[config.mk]
export PLATFORM = sky130hd
export DESIGN_NAME = lane_ctrl
export DESIGN_NICKNAME = d
export VERILOG_FILES = /design/src/hw/lsab_pkg.sv /design/src/hw/lane_ctrl.sv
export SDC_FILE = /design/constraint.sdc
export NUM_CORES = 1
export LEC_CHECK = 0
export BUFFER_PORTS_ARGS = -buffer_cell sky130_fd_sc_hd__clkbuf_2
export CORE_MARGIN = 2
export CORE_UTILIZATION = 25
export CTS_BUF_LIST = sky130_fd_sc_hd__clkbuf_8 sky130_fd_sc_hd__clkbuf_16
export DETAILED_ROUTE_END_ITERATION = 12
export PLACE_DENSITY_LB_ADDON = 0.05
export SLEW_MARGIN = 30
export SYNTH_ARGS = -nofsm -noshare
export SYNTH_HDL_FRONTEND = slang
export SYNTH_SLANG_ARGS = --single-unit
[constraint.sdc]
create_clock -name CLK -period 2.1 [get_ports CLK]
set_input_delay 0.105 -clock CLK [delete_from_list [all_inputs] [get_ports CLK]]
set_output_delay 0.105 -clock CLK [all_outputs]
set_load 0.1 [all_outputs]
[src/hw/lsab_pkg.sv]
`default_nettype none

package lsab_pkg;

  // lane layout of the shared memory
  localparam int LANES      = 4;
  localparam int LANE_W     = 2;
  localparam int DATA_W     = 32;
  localparam int PTR_W      = 6;
  localparam int RAM_ADDR_W = 8;   // {lane, ptr}

  typedef logic [LANE_W-1:0]     lane_t;
  typedef logic [PTR_W-1:0]      ptr_t;
  typedef logic [DATA_W-1:0]     word_t;
  typedef logic [RAM_ADDR_W-1:0] ram_addr_t;
  typedef logic [LANES-1:0]      lane_mask_t;

  // occupancy thresholds
  localparam ptr_t LANE_CAP        = ptr_t'(63);
  localparam ptr_t NEAR_FULL_LEVEL = ptr_t'(55);

endpackage

`default_nettype wire

[src/hw/lane_ctrl.sv]
`timescale 1ns/1ps
`default_nettype none

module lane_ctrl (
  input  logic           CLK,
  input  logic           RST,
  input  logic           push_req,
  input  logic           pop_req,
  output logic           push_go,
  output logic           pop_go,
  output lsab_pkg::ptr_t wr_ptr,
  output lsab_pkg::ptr_t rd_ptr,
  output logic           empty,
  output logic           full,
  output logic           near_full
);
  import lsab_pkg::*;

  ptr_t count;
  ptr_t count_nxt;
  logic empty_nxt;
  logic full_nxt;
  logic near_full_nxt;

  // refuse on the lane's own flags
  assign push_go = push_req && !full;
  assign pop_go  = pop_req && !empty;

  always_comb begin
    case ({push_go, pop_go})
      2'b10:   count_nxt = count + ptr_t'(1);
      2'b01:   count_nxt = count - ptr_t'(1);
      default: count_nxt = count;   // idle or push and pop together
    endcase
  end

  // flags follow the count they will hold after the edge
  always_comb begin
    empty_nxt     = (count_nxt == '0);
    full_nxt      = (count_nxt == LANE_CAP);
    near_full_nxt = (count_nxt >= NEAR_FULL_LEVEL);
  end

  always_ff @(posedge CLK) begin
    if (RST) begin
      wr_ptr    <= '0;
      rd_ptr    <= '0;
      count     <= '0;
      empty     <= 1'b1;
      full      <= 1'b0;
      near_full <= 1'b0;
    end else begin
      if (push_go) begin
        wr_ptr <= wr_ptr + ptr_t'(1);   // wraps inside the lane quarter
      end
      if (pop_go) begin
        rd_ptr <= rd_ptr + ptr_t'(1);
      end
      count     <= count_nxt;
      empty     <= empty_nxt;
      full      <= full_nxt;
      near_full <= near_full_nxt;
    end
  end

  // count may not run past the lane capacity and wrap
  a_count_cap: assert property (
    @(posedge CLK) disable iff (RST)
    (count == LANE_CAP) |=> (count >= LANE_CAP - ptr_t'(1))
  ) else $error("lane count %0d wrapped past capacity", count);

  // empty flag must agree with the lane pointers
  a_empty_match: assert property (
    @(posedge CLK) disable iff (RST)
    empty == (wr_ptr == rd_ptr)
  ) else $error("empty flag %0b with pointers %0d and %0d", empty, wr_ptr, rd_ptr);

endmodule

`default_nettype wire

# Word-level counts from Yosys, hierarchy flattened
# Cells that the tools add are included.
dict set report totals {
  ff_bits 21
  output_inout_bits 17
  wordCells 20
}
dict set report op_classes {
  add_sub_neg 4
  order_cmp 1
  eq_ne 3
  muxes 1
  n_reduce_logical 5
}
# operator n
set ops {}
lappend ops {{$add A6 B1 Y6 const B} 3}
lappend ops {{$pmux W6 S2} 1}
lappend ops {{$eq A6 B6 Y1 const B} 1}
lappend ops {{$ge A6 B6 Y1 const B} 1}
lappend ops {{$logic_not A6 Y1} 1}
lappend ops {{$sub A6 B1 Y6 const B} 1}
lappend ops {{$eq A2 B1 Y1 const B} 1}
lappend ops {{$eq A2 B2 Y1 const B} 1}
lappend ops {{$logic_and A1 B1 Y1} 2}
lappend ops {{$logic_not A1 Y1} 2}

# Depth between registers and ports, before layout
dict set report depth {
  word_depth 5
  mapped_depth 12
  depth_no_buf 11
}

# Worst setup path after synthesis
# OpenSTA, ideal clock, no wires.
dict set report synth_timing {
  path_type {reg2reg}
  start {reg full}
  end {reg near_full}
  setup_ps 103
  arrival_time_ps 2897
  required_time_ps 1997
  slack_ps -901
  stages_incl_launch_ff 11
  n_path_buf 1
  cell_sequence {dfxtp_1 -> nand2b_4 -> buf_12 -> nand2_1 -> xnor2_1 -> ha_1 -> a21oi_1 -> xnor2_1 -> xor2_1 -> o32a_2 -> a2111oi_2}
}
dict set report synth_via {
  elab_chain_cells 5
  word_cells_on_any_way 6
  classes_between {order compare: 1; eq/ne: 2; mux: 1; reduce/logical: 2}
}
# item line_no
set synth_lines {}
lappend synth_lines {{start: declaration} lane_ctrl.sv:14} ;# output logic full,
lappend synth_lines {{start signal: assignment} lane_ctrl.sv:61} ;# full <= full_nxt;
lappend synth_lines {{$logic_not A1 Y1 (*)} lane_ctrl.sv:26} ;# assign push_go = push_req && !full;
lappend synth_lines {{$logic_and A1 B1 Y1 (*)} lane_ctrl.sv:26}
lappend synth_lines {{$eq A2 B1 Y1 or $eq A2 B2 Y1 (tied branches)} lane_ctrl.sv:30} ;# case ({push_go, pop_go})
lappend synth_lines {{$pmux W6 S2 (*)} lane_ctrl.sv:30}
lappend synth_lines {{$ge A6 B6 Y1 (*)} lane_ctrl.sv:41} ;# near_full_nxt = (count_nxt >= NEAR_FULL_LEVEL);
lappend synth_lines {{end signal: assignment} lane_ctrl.sv:62} ;# near_full <= near_full_nxt;
lappend synth_lines {{end: declaration} lane_ctrl.sv:15} ;# output logic near_full
# Mark *: on every way between the ends. The rest lies on a longest branch, timed or not.
# A chain may end at the register's enable or synchronous reset.

# Worst setup path after layout
# Same ends and word-level chain as after synthesis.

==> impl_metrics.json <==
{
  "outcome": "complete, but fails checks",
  "violations": "setup timing",
  "ys.flop_type": "dfxtp_1",
  "syn-cell-area_mm2": 0.00122,
  "yosys_warnings": 0,
  "endpoint_kind": "flop",
  "clkSinkCount": 21,
  "ctsHoldBuffers": 0,
  "synth_cell_type_count": 44,
  "synth-async-reset-ratio": 0,
  "slew_viol_final": 0,
  "r2r-start": "full",
  "cap_viol_max_count": 0,
  "grt-ovfl-total": 0,
  "nNetsFinal": 178,
  "start_util": 0.259,
  "r2r_slack_ns": -0.04,
  "antenna_found_initial": 0,
  "cts_buffers": 3,
  "power.leakage_uw": 0.000646,
  "grt_use_total": 0.116,
  "fp.dieW_um": 74.0,
  "crit_arrival_ns": 2.30,
  "holdPathEnd": "rd_ptr[5]",
  "grt_pass1_wl_mm": 4.87,
  "routedWlPerCell_um": 12.4,
  "pre_cts_ws_ns": -0.146,
  "relSlewSlack": 0.637,
  "setup_viol": 3,
  "fin_crit_sh": 1.02,
  "fp-row-count": 25,
  "critical_path_required_ns": 2.26,
  "cp_max_fo": 3,
  "fin_skew_ns": 0.00118,
  "io_buffers": 20,
  "dp_hpwl_mm": 2.19,
  "die_y_um": 74.0,
  "n_antenna_cell": 0,
  "final_util": 0.352,
  "syn_to_final_growth_pct": 35.8,
  "syn_avg_cell_area_um2": 8.80,
  "drc": 0,
  "cts_max_level": 1,
  "cts_tree": "yes",
  "io_pins": 21,
  "clkLatencyLatePin_ns": 0.25,
  "reg2regPathDepth": 10,
  "stdcell_area_mm2": 0.00166,
  "hold_depth": 2,
  "ir_drop_mv": 0.404,
  "yosysSeqAreaShare": 0.344,
  "grt_max_degree": 21,
  "clockBufferDepth": 2,
  "setup_ws_ns": -0.0393,
  "layout_common_cells": "20 x clkbuf_2, 19 x dfxtp_1, 18 x nor2_1",
  "antenna_left": 0,
  "drive_gt1_frac": 0.414,
  "clk_pin_slew_worst_paths_ns": 0.07,
  "critPathKind": "reg -> reg",
  "routed-via-count": 1091,
  "startpoint_type": "flop",
  "r2r-end": "near_full",
  "die-area_mm2": 0.00547,
  "avgViaCountPerCell": 4.62,
  "tightest_slew_ns": 0.548,
  "grt_pass1_vias": 1003,
  "syn_inst": 139,
  "final_common_cell": "clkbuf_2",
  "core_area_mm2": 0.00472,
  "cellPowerDensity_mw_per_mm2": 806,
  "min_period_ns": 2.14,
  "place_congestion": 0.834,
  "max_freq_mhz": 467,
  "yosys_register_bits": 21,
  "drt-total-wl_mm": 2.92,
  "dr.pass1.iters": 4,
  "root_buffer": "clkbuf_8",
  "min_from": "RST",
  "rsz0062_at_grt": "true",
  "hold_viol_final": 0,
  "timing.hold.ws_ns": 0.339,
  "syn_nets": 147,
  "holdCritPathClass": "in -> reg",
  "place_area_mm2": 0.00151,
  "drt_iter0_markers": 54,
  "synth_edf_count": 0
}
## registers in the layout, summed over array words and instances (netlist names)
| register | count |
|---|---|
| count | 6 |
| rd_ptr | 6 |
| wr_ptr | 6 |
| empty | 1 |
| full | 1 |
| near_full | 1 |
## timing repair
action,in CTS,in global routing
resized for setup,5,6
pin swaps,4,1
buffers inserted,3,1
setup endpoints to repair,4,6
endpoints found under the hold margin,0,0
## cell usage after synthesis, drive strengths merged, types with 4 or more instances
master | number | area [µm²]
dfxtp | 21 | 420
nor2 | 19 | 71.3
nand2 | 12 | 45.0
xor2 | 9 | 78.8
a21oi | 7 | 35.0
nand3 | 6 | 42.5
nand4 | 6 | 37.5
o21ai | 6 | 33.8
xnor2 | 6 | 52.6
buf | 5 | 51.3
clkbuf | 5 | 28.8
ha | 4 | 50.1
inv | 4 | 20.0
## worst max-delay path, cell delays in order, from the launching register on
cell,delay (ns)
dfxtp_4,0.34
nand2b_4,0.13
buf_12,0.11
nand2_8,0.06
xnor2_4,0.13
ha_4,0.17
a21oi_4,0.16
xnor2_2,0.13
xor2_2,0.17
o32a_4,0.36
a2111oi_4,0.28
## logic make-up (layout without fill, tap and decap cells)
family | after synthesis | after routing | share of synthesized area
simple gates | 59 | 59 | 0.267
compound gates | 25 | 25 | 0.151
flops | 21 | 21 | 0.344
xor+xnor | 15 | 15 | 0.107
buf+inv | 15 | 45 | 0.0900
fa+ha+maj | 4 | 4 | 0.0409
## layout make-up
type	count	area (µm²)
Clock buffer	3	41.3
Clock inverter	1	3.75
Fill cell	485	3060
Inverter	4	22.5
Multi-Input combinational cell	103	842
Sequential cell	21	428
Tap cell	67	83.8
Timing Repair Buffer	37	240
## report_power, final
part	switching, µW	internal [µW]	total, µW
Sequential	49.6	434	483
Combinational	370	231	602
Clock	124	130	254
## through the flow
stage / setup TNS, ns / power (µW) / instances
CTS: -0.220 / 1340 / 235
global placement: -0.167 / 1030 / 228
floorplan: -0.795 / 924 / 139
global route: -0.350 / 1430 / 236
detailed placement: -0.340 / 1030 / 228
finish: -0.0913 / 1340 / 236
## per-layer routing
metal / wire (µm) / track usage / vias up
li1: - / - / 543
met1: 1370 / 0.161 / 515
met2: 1360 / 0.177 / 31
met3: 177 / 0.0325 / 2
met4: 17 / 0.0283 / 0
met5: 0 / 0 / -
## worst max path at each step
| stage | cells past startpoint | end | start |
|---|---|---|---|
| finish | 10 | near_full | full |
| global route | 10 | near_full | full |
| CTS | 11 | full | full |
| detailed placement | 9 | near_full | empty |
| global placement | 10 | near_full | full |
| floorplan | 10 | near_full | full |
No activity file was read; power rests on OpenSTA's default activity.
